## src/common/uart_settings.svh

```systemverilog
`ifndef UART_SETTINGS_SVH
`define UART_SETTINGS_SVH

// character width in bits
`define UART_DATA_W 8

// entries per fifo, and a level wide enough to hold the full count
`define UART_FIFO_DEPTH 32
`define UART_LVL_W 6

// nco increment width, tick rate is fclk * nco / 2**UART_NCO_W
`define UART_NCO_W 16

// baud ticks per serial bit
`define UART_OVERSAMPLE 16

`endif
```

## src/common/uart_pkg.sv

```systemverilog
`include "uart_settings.svh"

package uart_pkg;

  // static configuration from the host
  typedef struct packed {
    logic                   tx_en;
    logic                   rx_en;
    logic                   parity_en;
    logic                   parity_odd;
    logic [`UART_NCO_W-1:0] nco;
  } uart_cfg_t;

  // fifo levels and line idle flags
  typedef struct packed {
    logic [`UART_LVL_W-1:0] txlvl;
    logic [`UART_LVL_W-1:0] rxlvl;
    logic                   tx_idle;
    logic                   rx_idle;
  } uart_status_t;

  // one-cycle error events
  typedef struct packed {
    logic frame_err;
    logic parity_err;
    logic rx_overflow;
  } uart_evt_t;

  typedef enum logic [2:0] {TX_IDLE, TX_START, TX_DATA, TX_PARITY, TX_STOP} tx_state_e;

  typedef enum logic [2:0] {RX_IDLE, RX_START, RX_DATA, RX_PARITY, RX_STOP} rx_state_e;

endpackage

```

## src/design/uart_core.sv

```systemverilog
`timescale 1ns/100ps
`include "uart_settings.svh"

module uart_core import uart_pkg::*; (
  input  logic                    clk_i,
  input  logic                    rst_ni,
  input  uart_cfg_t               cfg_i,
  // host write side of the tx fifo
  input  logic                    tx_wvalid_i,
  input  logic [`UART_DATA_W-1:0] tx_wdata_i,
  output logic                    tx_wready_o,
  // host read side of the rx fifo
  output logic                    rx_rvalid_o,
  output logic [`UART_DATA_W-1:0] rx_rdata_o,
  input  logic                    rx_rready_i,
  // serial line
  input  logic                    rx_i,
  output logic                    tx_o,
  output uart_status_t            status_o,
  output uart_evt_t               evt_o
);

  logic                    tick_x16;
  logic                    tx_fifo_rvalid;
  logic                    tx_fifo_rready;
  logic [`UART_DATA_W-1:0] tx_fifo_rdata;
  logic [`UART_LVL_W-1:0]  tx_lvl;
  logic                    tx_idle;
  logic                    tx_line;
  logic                    tx_out_q;
  logic                    rx_valid;
  logic [`UART_DATA_W-1:0] rx_data;
  logic                    rx_fifo_wready;
  logic [`UART_LVL_W-1:0]  rx_lvl;
  logic                    rx_idle;
  logic                    frame_err;
  logic                    parity_err;

  // shared 16x tick, runs while either direction is on
  uart_baud_gen u_baud_gen (
    .clk_i      (clk_i),
    .rst_ni     (rst_ni),
    .en_i       (cfg_i.tx_en | cfg_i.rx_en),
    .nco_i      (cfg_i.nco),
    .tick_x16_o (tick_x16)
  );

  //////////////////////////////////////////////////////////
  // transmit chain, host to fifo to serializer
  //////////////////////////////////////////////////////////

  uart_fifo u_tx_fifo (
    .clk_i    (clk_i),
    .rst_ni   (rst_ni),
    .wvalid_i (tx_wvalid_i),
    .wready_o (tx_wready_o),
    .wdata_i  (tx_wdata_i),
    .rvalid_o (tx_fifo_rvalid),
    .rready_i (tx_fifo_rready),
    .rdata_o  (tx_fifo_rdata),
    .lvl_o    (tx_lvl)
  );

  uart_tx u_tx (
    .clk_i         (clk_i),
    .rst_ni        (rst_ni),
    .tx_en_i       (cfg_i.tx_en),
    .tick_x16_i    (tick_x16),
    .parity_en_i   (cfg_i.parity_en),
    .parity_odd_i  (cfg_i.parity_odd),
    .fifo_rvalid_i (tx_fifo_rvalid),
    .fifo_rdata_i  (tx_fifo_rdata),
    .fifo_rready_o (tx_fifo_rready),
    .idle_o        (tx_idle),
    .tx_o          (tx_line)
  );

  // glitch-free line output, idles high out of reset
  always_ff @(posedge clk_i or negedge rst_ni) begin
    if (!rst_ni) begin
      tx_out_q <= 1'b1;
    end else begin
      tx_out_q <= tx_line;
    end
  end

  assign tx_o = tx_out_q;

  //////////////////////////////////////////////////////////
  // receive chain, deserializer to fifo to host
  //////////////////////////////////////////////////////////

  uart_rx u_rx (
    .clk_i        (clk_i),
    .rst_ni       (rst_ni),
    .rx_en_i      (cfg_i.rx_en),
    .tick_x16_i   (tick_x16),
    .parity_en_i  (cfg_i.parity_en),
    .parity_odd_i (cfg_i.parity_odd),
    .rx_i         (rx_i),
    .valid_o      (rx_valid),
    .data_o       (rx_data),
    .frame_err_o  (frame_err),
    .parity_err_o (parity_err),
    .idle_o       (rx_idle)
  );

  // rx_valid only fires for clean bytes
  uart_fifo u_rx_fifo (
    .clk_i    (clk_i),
    .rst_ni   (rst_ni),
    .wvalid_i (rx_valid),
    .wready_o (rx_fifo_wready),
    .wdata_i  (rx_data),
    .rvalid_o (rx_rvalid_o),
    .rready_i (rx_rready_i),
    .rdata_o  (rx_rdata_o),
    .lvl_o    (rx_lvl)
  );

  // status and events
  assign status_o.txlvl   = tx_lvl;
  assign status_o.rxlvl   = rx_lvl;
  assign status_o.tx_idle = tx_idle & ~tx_fifo_rvalid;
  assign status_o.rx_idle = rx_idle;

  assign evt_o.frame_err   = frame_err;
  assign evt_o.parity_err  = parity_err;
  // good byte arriving at a full fifo is lost
  assign evt_o.rx_overflow = rx_valid & ~rx_fifo_wready;

endmodule

```

## src/uart_rx/uart_rx.sv

```systemverilog
`timescale 1ns/100ps
`include "uart_settings.svh"

module uart_rx import uart_pkg::*; (
  input  logic                    clk_i,
  input  logic                    rst_ni,
  input  logic                    rx_en_i,
  input  logic                    tick_x16_i,
  input  logic                    parity_en_i,
  input  logic                    parity_odd_i,
  input  logic                    rx_i,
  output logic                    valid_o,
  output logic [`UART_DATA_W-1:0] data_o,
  output logic                    frame_err_o,
  output logic                    parity_err_o,
  output logic                    idle_o
);

  localparam int unsigned TickW = $clog2(`UART_OVERSAMPLE);
  localparam int unsigned BitW  = $clog2(`UART_DATA_W);

  logic [1:0]              sync_q;
  logic                    rx_s;
  logic                    rx_prev_q;
  rx_state_e               state_q;
  logic [TickW-1:0]        tick_cnt_q;
  logic [BitW-1:0]         bit_idx_q;
  logic [`UART_DATA_W-1:0] shift_q;
  logic                    par_bit_q;
  logic                    valid_q;
  logic                    frame_err_q;
  logic                    parity_err_q;
  logic                    sample;
  logic                    par_bad;

  //////////////////////////////////////////////////////////
  // input synchronizer, idles high like the line
  //////////////////////////////////////////////////////////

  always_ff @(posedge clk_i or negedge rst_ni) begin
    if (!rst_ni) begin
      sync_q    <= 2'b11;
      rx_prev_q <= 1'b1;
    end else begin
      sync_q    <= {sync_q[0], rx_i};
      rx_prev_q <= rx_s;
    end
  end

  assign rx_s = sync_q[1];

  //////////////////////////////////////////////////////////
  // deserializer
  //////////////////////////////////////////////////////////

  // mid-bit point of data, parity and stop bits
  assign sample  = tick_x16_i & (tick_cnt_q == TickW'(`UART_OVERSAMPLE - 1));
  assign par_bad = parity_en_i & (par_bit_q != ((^shift_q) ^ parity_odd_i));

  always_ff @(posedge clk_i or negedge rst_ni) begin
    if (!rst_ni) begin
      state_q      <= RX_IDLE;
      tick_cnt_q   <= '0;
      bit_idx_q    <= '0;
      valid_q      <= 1'b0;
      frame_err_q  <= 1'b0;
      parity_err_q <= 1'b0;
    end else begin
      valid_q      <= 1'b0;
      frame_err_q  <= 1'b0;
      parity_err_q <= 1'b0;
      unique case (state_q)
        RX_IDLE: begin
          tick_cnt_q <= '0;
          bit_idx_q  <= '0;
          // only a falling edge starts a frame, so a stuck low line waits
          if (rx_en_i && rx_prev_q && !rx_s) begin
            state_q <= RX_START;
          end
        end
        RX_START: begin
          if (tick_x16_i) begin
            if (tick_cnt_q == TickW'(`UART_OVERSAMPLE / 2 - 1)) begin
              tick_cnt_q <= '0;
              // glitch shorter than half a bit goes back to idle
              state_q    <= rx_s ? RX_IDLE : RX_DATA;
            end else begin
              tick_cnt_q <= tick_cnt_q + 1'b1;
            end
          end
        end
        RX_DATA: begin
          if (tick_x16_i) begin
            tick_cnt_q <= tick_cnt_q + 1'b1;
          end
          if (sample) begin
            bit_idx_q <= bit_idx_q + 1'b1;
            if (bit_idx_q == BitW'(`UART_DATA_W - 1)) begin
              state_q <= parity_en_i ? RX_PARITY : RX_STOP;
            end
          end
        end
        RX_PARITY: begin
          if (tick_x16_i) begin
            tick_cnt_q <= tick_cnt_q + 1'b1;
          end
          if (sample) begin
            state_q <= RX_STOP;
          end
        end
        default: begin
          if (tick_x16_i) begin
            tick_cnt_q <= tick_cnt_q + 1'b1;
          end
          if (sample) begin
            state_q <= RX_IDLE;
            // one result pulse per frame, frame error wins over parity
            if (!rx_s) begin
              frame_err_q <= 1'b1;
            end else if (par_bad) begin
              parity_err_q <= 1'b1;
            end else begin
              valid_q <= 1'b1;
            end
          end
        end
      endcase
    end
  end

  // byte assembly, lsb arrives first
  always_ff @(posedge clk_i) begin
    if ((state_q == RX_DATA) && sample) begin
      shift_q <= {rx_s, shift_q[`UART_DATA_W-1:1]};
    end
    if ((state_q == RX_PARITY) && sample) begin
      par_bit_q <= rx_s;
    end
  end

  assign valid_o      = valid_q;
  assign data_o       = shift_q;
  assign frame_err_o  = frame_err_q;
  assign parity_err_o = parity_err_q;
  assign idle_o       = (state_q == RX_IDLE);

endmodule

```

## src/uart_tx/uart_tx.sv

```systemverilog
`timescale 1ns/100ps
`include "uart_settings.svh"

module uart_tx import uart_pkg::*; (
  input  logic                   clk_i,
  input  logic                   rst_ni,
  input  logic                   tx_en_i,
  input  logic                   tick_x16_i,
  input  logic                   parity_en_i,
  input  logic                   parity_odd_i,
  input  logic                   fifo_rvalid_i,
  input  logic [`UART_DATA_W-1:0] fifo_rdata_i,
  output logic                   fifo_rready_o,
  output logic                   idle_o,
  output logic                   tx_o
);

  localparam int unsigned TickW = $clog2(`UART_OVERSAMPLE);
  localparam int unsigned BitW  = $clog2(`UART_DATA_W);

  tx_state_e               state_q;
  logic [TickW-1:0]        tick_cnt_q;
  logic [BitW-1:0]         bit_idx_q;
  logic [`UART_DATA_W-1:0] shift_q;
  logic                    parity_q;
  logic                    bit_end;

  // pop one byte whenever idle and enabled
  assign fifo_rready_o = (state_q == TX_IDLE) & tx_en_i & fifo_rvalid_i;
  assign idle_o        = (state_q == TX_IDLE);
  assign bit_end       = tick_x16_i & (tick_cnt_q == TickW'(`UART_OVERSAMPLE - 1));

  always_ff @(posedge clk_i or negedge rst_ni) begin
    if (!rst_ni) begin
      state_q    <= TX_IDLE;
      tick_cnt_q <= '0;
      bit_idx_q  <= '0;
    end else if (state_q == TX_IDLE) begin
      tick_cnt_q <= '0;
      bit_idx_q  <= '0;
      if (fifo_rready_o) begin
        state_q <= TX_START;
      end
    end else if (tick_x16_i) begin
      // counter wraps every 16 ticks, one bit time
      tick_cnt_q <= tick_cnt_q + 1'b1;
      if (bit_end) begin
        unique case (state_q)
          TX_START:  state_q <= TX_DATA;
          TX_DATA: begin
            bit_idx_q <= bit_idx_q + 1'b1;
            if (bit_idx_q == BitW'(`UART_DATA_W - 1)) begin
              state_q <= parity_en_i ? TX_PARITY : TX_STOP;
            end
          end
          TX_PARITY: state_q <= TX_STOP;
          default:   state_q <= TX_IDLE;
        endcase
      end
    end
  end

  // payload, parity is worked out as the byte is loaded
  always_ff @(posedge clk_i) begin
    if (fifo_rready_o) begin
      shift_q  <= fifo_rdata_i;
      parity_q <= (^fifo_rdata_i) ^ parity_odd_i;
    end else if ((state_q == TX_DATA) && bit_end) begin
      shift_q <= shift_q >> 1;
    end
  end

  always_comb begin
    unique case (state_q)
      TX_START:  tx_o = 1'b0;
      TX_DATA:   tx_o = shift_q[0];
      TX_PARITY: tx_o = parity_q;
      default:   tx_o = 1'b1;
    endcase
  end

endmodule

```

## src/design/uart_fifo.sv

```systemverilog
`timescale 1ns/100ps
`include "uart_settings.svh"

module uart_fifo #(
  parameter int unsigned Width = `UART_DATA_W,
  parameter int unsigned Depth = `UART_FIFO_DEPTH
) (
  input  logic                   clk_i,
  input  logic                   rst_ni,
  input  logic                   wvalid_i,
  output logic                   wready_o,
  input  logic [Width-1:0]       wdata_i,
  output logic                   rvalid_o,
  input  logic                   rready_i,
  output logic [Width-1:0]       rdata_o,
  output logic [`UART_LVL_W-1:0] lvl_o
);

  localparam int unsigned PtrW = (Depth > 1) ? $clog2(Depth) : 1;

  logic [Width-1:0]       mem_q [Depth];
  logic [PtrW-1:0]        wptr_q;
  logic [PtrW-1:0]        rptr_q;
  logic [`UART_LVL_W-1:0] lvl_q;
  logic                   push;
  logic                   pop;

  assign wready_o = (lvl_q != `UART_LVL_W'(Depth));
  assign rvalid_o = (lvl_q != '0);
  assign push     = wvalid_i & wready_o;
  assign pop      = rready_i & rvalid_o;

  // pointers and level
  always_ff @(posedge clk_i or negedge rst_ni) begin
    if (!rst_ni) begin
      wptr_q <= '0;
      rptr_q <= '0;
      lvl_q  <= '0;
    end else begin
      if (push) begin
        wptr_q <= (wptr_q == PtrW'(Depth - 1)) ? '0 : wptr_q + 1'b1;
      end
      if (pop) begin
        rptr_q <= (rptr_q == PtrW'(Depth - 1)) ? '0 : rptr_q + 1'b1;
      end
      // push and pop together leave the level alone
      if (push && !pop) begin
        lvl_q <= lvl_q + 1'b1;
      end else if (pop && !push) begin
        lvl_q <= lvl_q - 1'b1;
      end
    end
  end

  // storage array
  always_ff @(posedge clk_i) begin
    if (push) begin
      mem_q[wptr_q] <= wdata_i;
    end
  end

  // head of queue shows whenever rvalid is high
  assign rdata_o = mem_q[rptr_q];
  assign lvl_o   = lvl_q;

endmodule

```

## src/design/uart_baud_gen.sv

```systemverilog
`timescale 1ns/100ps
`include "uart_settings.svh"

module uart_baud_gen (
  input  logic                   clk_i,
  input  logic                   rst_ni,
  input  logic                   en_i,
  input  logic [`UART_NCO_W-1:0] nco_i,
  output logic                   tick_x16_o
);

  // one extra msb catches the carry of each add
  logic [`UART_NCO_W:0] acc_q;

  always_ff @(posedge clk_i or negedge rst_ni) begin
    if (!rst_ni) begin
      acc_q <= '0;
    end else if (en_i) begin
      // drop the old carry before adding again
      acc_q <= {1'b0, acc_q[`UART_NCO_W-1:0]} + {1'b0, nco_i};
    end
  end

  // carry out is the 16x tick, high for one cycle per wrap
  assign tick_x16_o = acc_q[`UART_NCO_W];

endmodule

```

## config.mk

```make
export PLATFORM = sky130hd
export DESIGN_NAME = uart_core
export DESIGN_NICKNAME = d
export VERILOG_FILES = /design/src/common/uart_pkg.sv /design/src/design/uart_core.sv /design/src/uart_rx/uart_rx.sv /design/src/uart_tx/uart_tx.sv /design/src/design/uart_fifo.sv /design/src/design/uart_baud_gen.sv
export VERILOG_INCLUDE_DIRS = /design/src /design/src/common
export SDC_FILE = /design/constraint.sdc
export NUM_CORES = 1
export LEC_CHECK = 0
export BUFFER_PORTS_ARGS = -buffer_cell sky130_fd_sc_hd__buf_2
export CAP_MARGIN = 20
export CORE_MARGIN = 2
export CORE_UTILIZATION = 56
export CTS_CLUSTER_DIAMETER = 200
export DETAILED_ROUTE_END_ITERATION = 10
export GPL_TIMING_DRIVEN = 0
export PLACE_DENSITY = 0.75
export SLEW_MARGIN = 5
export SYNTH_ARGS = -nofsm -noshare
export SYNTH_HDL_FRONTEND = slang
export SYNTH_SLANG_ARGS = --single-unit
```

## constraint.sdc

```tcl
create_clock -name clk_i -period 3.2 [get_ports clk_i]
set_input_delay 0.16 -clock clk_i [delete_from_list [all_inputs] [get_ports clk_i]]
set_output_delay 0.16 -clock clk_i [all_outputs]
set_load 0.01 [all_outputs]
```

==> run summary <==
Busiest layer in global routing: met2. After the flow finishes, the layout carries non-filler instances totaling 2199. The final setup TNS was 0 ns.

The clock reaches the later pin of the worst-skew pair after 0.62 ns. The Yosys step of the flow raised 0 warnings. In this run the standard cell core region covers 0.0444 mm². The synthesized design spends more area on one cell type than any other, namely edfxtp_1. The run gives 0 as the overflow left after global routing. The launching element type of the critical path was a flop. The die span in x was 216 µm. Counting the buffers created by CTS gives 59. The type of element capturing the critical path was an output pin. The setup skew after layout is 0.0234 ns, and the power density of the placed cells is 835 mW/mm². The tightest hold path in the finished design has a slack of 0.0354 ns. The flow ran to the end, and the final reports show no timing, DRC or antenna violations. The final route contains 13300 vias.

Counting flops and latches in the post-synthesis netlist gives 606. The floorplan step defined a die boundary enclosing 0.0468 mm². At the end of routability-driven placement, the weighted congestion stood at 0.832.

The tools report the final-report hold violation count as 0. Setup repair after global routing could not meet its margin everywhere. The tools report the arrival time of data at the critical path endpoint as 2.96 ns. Share of flip-flops with an asynchronous set or reset: 12.5%. The remaining antenna violation count came out at 0.

Final period utilization: 97.5%. The tools report the post-placement cell count as 2056. STA puts the critical path data required time at 3.04 ns.

The cell count after synthesis came out at 1402. The initial antenna violation count is 0, and the layout cell share with drive strength beyond 1 is 24.8%. The kind of critical path is flop to output pin.

The post-synthesis instance area is 0.0253 mm². The fraction of the yosys area taken by sequential cells is 70.5%, and the maximum number of pins on one net before global-route repair is 60. For the number of filler instances in the final layout, the log shows 2941.

The primary flip-flop cell chosen by synthesis mapping was edfxtp_1. The tool flagged a number of max-cap violations equal to 0. The clock transition at the register clock pins on the worst setup and hold paths after CTS works out to 0.06 ns. The slowest stage of the critical path is the mux4_2 cell.

The tree built by TritonCTS fans out to 606 sinks. Final max-slew violation count: 0. After the last flow step, the layout net total stands at 1639. The signal on the critical path passes through buf_8, buf_8, mux4_2, mux4_2, mux2_2, buf_2.

The worst hold path begins at cfg_i[4]. At the pin with the least slew margin, the transition time is 0.988 ns. The via count of the first global-routing pass was 13700.

The detailed-route vias per instance works out to 6.06. By instance count, the leading cell after synthesis is edfxtp_1. Counting instances in the post-synthesis netlist gives the leading cell types as edfxtp_1, mux4_2, nor2_1, nand2_1, dfrtp_1. The startpoint identified for the worst register-to-register timing path is u_tx_fifo.rptr_q[1]. The count of endpoints failing setup in the final report is 0. The tools report the effective utilization at floorplan as 56.9%.

For met3 alone, demand over resource in global routing was 3.06%. The repair_antennas step left the layout with diodes totalling 0. By area the synthesized netlist is led by edfxtp_1, mux4_2, dfrtp_1.

The share of the synthesized area in the top cell type works out to 63.0%. From synthesis to final layout, the design area changed by 14.4%. The count of flip-flops with a built-in enable after synthesis works out to 530. The iteration-0 DRC count of the detailed router was 1262; the met1 usage was 31.8%. Global routing used 23.2% of the available tracks. Derived from the worst setup path, the maximum achievable clock frequency is 320 MHz. For this design the static power due to leakage is 9.93 nW.

Tracing the worst setup path back leads to its startpoint at u_rx_fifo.rptr_q[0]. The tools report the total power consumption of the routed design as 24.1 mW. The tightest min-delay check is of the input port to flop type. In this run the tool buffered the top-level ports with 60 buffer cells.

The total number of H-tree levels was 2; the final routed DRC violation total was 0. The synthesized area per cell came out at 18.0 µm². Dividing the detail-routed wire length by the instance count gives 24.3 µm. The cell at the root of the clock tree was clkbuf_16. The boundary pin count was 61; the die outline height was 216 µm.

The worst path in the final design needs a cycle of 3.12 ns, including I/O delays and setup. The combined area of the multi-input logic cells is 0.00708 mm². Global routing consumed, on the met2 layer, 39.3% of the routing resources. The run gives 0.586 mV as the maximum vdd drop. The first global-routing pass estimated 81500 µm of wire. Detailed placement finished with a half-perimeter wire length of 33800 µm.

TritonCTS built the clock tree. The first detailed-routing pass ran for 5 iterations. Measured against its own limit, the worst slew margin works out to 33.9%. The footprint of the flip-flops and latches came out at 0.0178 mm².

The logs give 1484 for the post-synthesis net count and 53300 µm for the post-detailed-routing wire length. The critical-path maximum fanout came out at 10. The clock passes through at most 3 buffers. The logs give 63 for the unique cell type count in the Yosys netlist and 77 for the total number of placement rows. The maximum single-stage delay on the critical path was 0.58 ns.
[cells in the final DEF (no fill, tap or decap), types with 8 or more instances in the layout]
cell	synthesis	final
clkinv_1	2	11
buf_2	7	63
o21ai_0	63	63
xnor2_1	25	25
mux2_2	20	20
mux4_1	15	15
clkbuf_16	0	60
buf_4	4	22
nand3_1	12	12
nand3b_1	9	9
clkbuf_1	36	37
mux2i_1	26	26
dfrtp_1	72	68
nand2_1	85	82
ha_1	46	44
nor3_1	9	8
a21oi_1	25	22
inv_1	21	19
nor2_1	111	109
xor2_1	15	15
mux4_2	129	129
edfxtp_1	530	530
dlygate4sd3_1	0	10
buf_6	9	12
clkinv_2	0	12
buf_16	0	9
[what timing repair did]
item,CTS,global route
hold buffers,10,0
buffers inserted,4,12
endpoints found under the hold margin,85,0
resized for setup,47,26
pin swaps,5,13
setup endpoints to repair,17,11
[layout make-up]
cell class                      count  area share (%)
Timing Repair Buffer               95            2.67
Tap cell                          592            2.56
Multi-Input combinational cell    710            24.5
Clock buffer                       75            5.49
Sequential cell                   606            61.7
Inverter                           23           0.325
Clock inverter                     36            1.27
Buffer                             62            1.52
[state kept, by name, summed over array words and instances (netlist names), 2 cells and up]
| signal | flops |
|---|---|
| u_tx_fifo.mem_q | 256 |
| u_tx_fifo.wptr_q | 5 |
| u_rx_fifo.lvl_o | 6 |
| u_rx_fifo.wptr_q | 5 |
| u_rx.bit_idx_q | 3 |
| u_rx_fifo.rptr_q | 5 |
| u_tx.shift_q | 8 |
| u_rx.tick_cnt_q | 4 |
| u_tx.state_q | 3 |
| u_tx_fifo.lvl_o | 6 |
| u_tx.bit_idx_q | 3 |
| u_tx_fifo.rptr_q | 5 |
| u_rx.sync_q | 2 |
| u_tx.tick_cnt_q | 4 |
| u_rx_fifo.mem_q | 256 |
| u_rx.state_q | 3 |
| u_baud_gen.acc_q | 17 |
| u_rx.data_o | 8 |
[cells by family after synthesis]
logic type      synth area share [%]
xor+xnor                        1.45
mux                             15.0
buf+inv                         1.78
fa+ha+maj                       2.52
flops                           70.5
compound gates                  3.77
simple gates                    4.96
[per-stage QoR]
step,setup WS [ns],util (%),instance area (µm²)
6_report,0.0793,65.1,28900
5_1_grt,-0.0574,65.1,28900
4_1_cts,0.000198,64.3,28600
3_5_place_dp,-0.669,59.4,26400
3_3_place_gp,-0.585,59.2,26300
2_1_floorplan,0.00277,-,25300
[path summary, 6_finish.rpt]
kind	end	slack, ns	cells past startpoint
min in group asynchronous	u_baud_gen.acc_q[4]	0.09	3
setup reg to reg	u_tx.parity_q	0.08	8
setup / recovery	rx_rdata_o[2]	0.08	6
max in group asynchronous	u_tx_fifo.lvl_o[1]	1.92	3
hold reg to reg	u_rx.sync_q[1]	0.36	0
hold / removal	u_baud_gen.acc_q[4]	0.04	4
[critical path, delay by kind of cell, from the launching register on]
family | cells | cell delay, ns
buffers and inverters | 3 | 0.54
flip-flops | 1 | 0.41
multiplexers | 3 | 1.37
[where the power goes]
group	total (mW)	internal [mW]	switching, mW	leakage [nW]
Clock	7.01	4.07	2.94	0.950
Sequential	9.52	9.17	0.350	5.70
Combinational	7.62	3.61	4.01	3.27
[metal layers]
metal	wire length [µm]	part of all wire, %
met1	21500	40
met2	27400	51
met3	3060	5.7
met4	1310	2.5
met5	0	0
(Power assumes the default switching activity.)
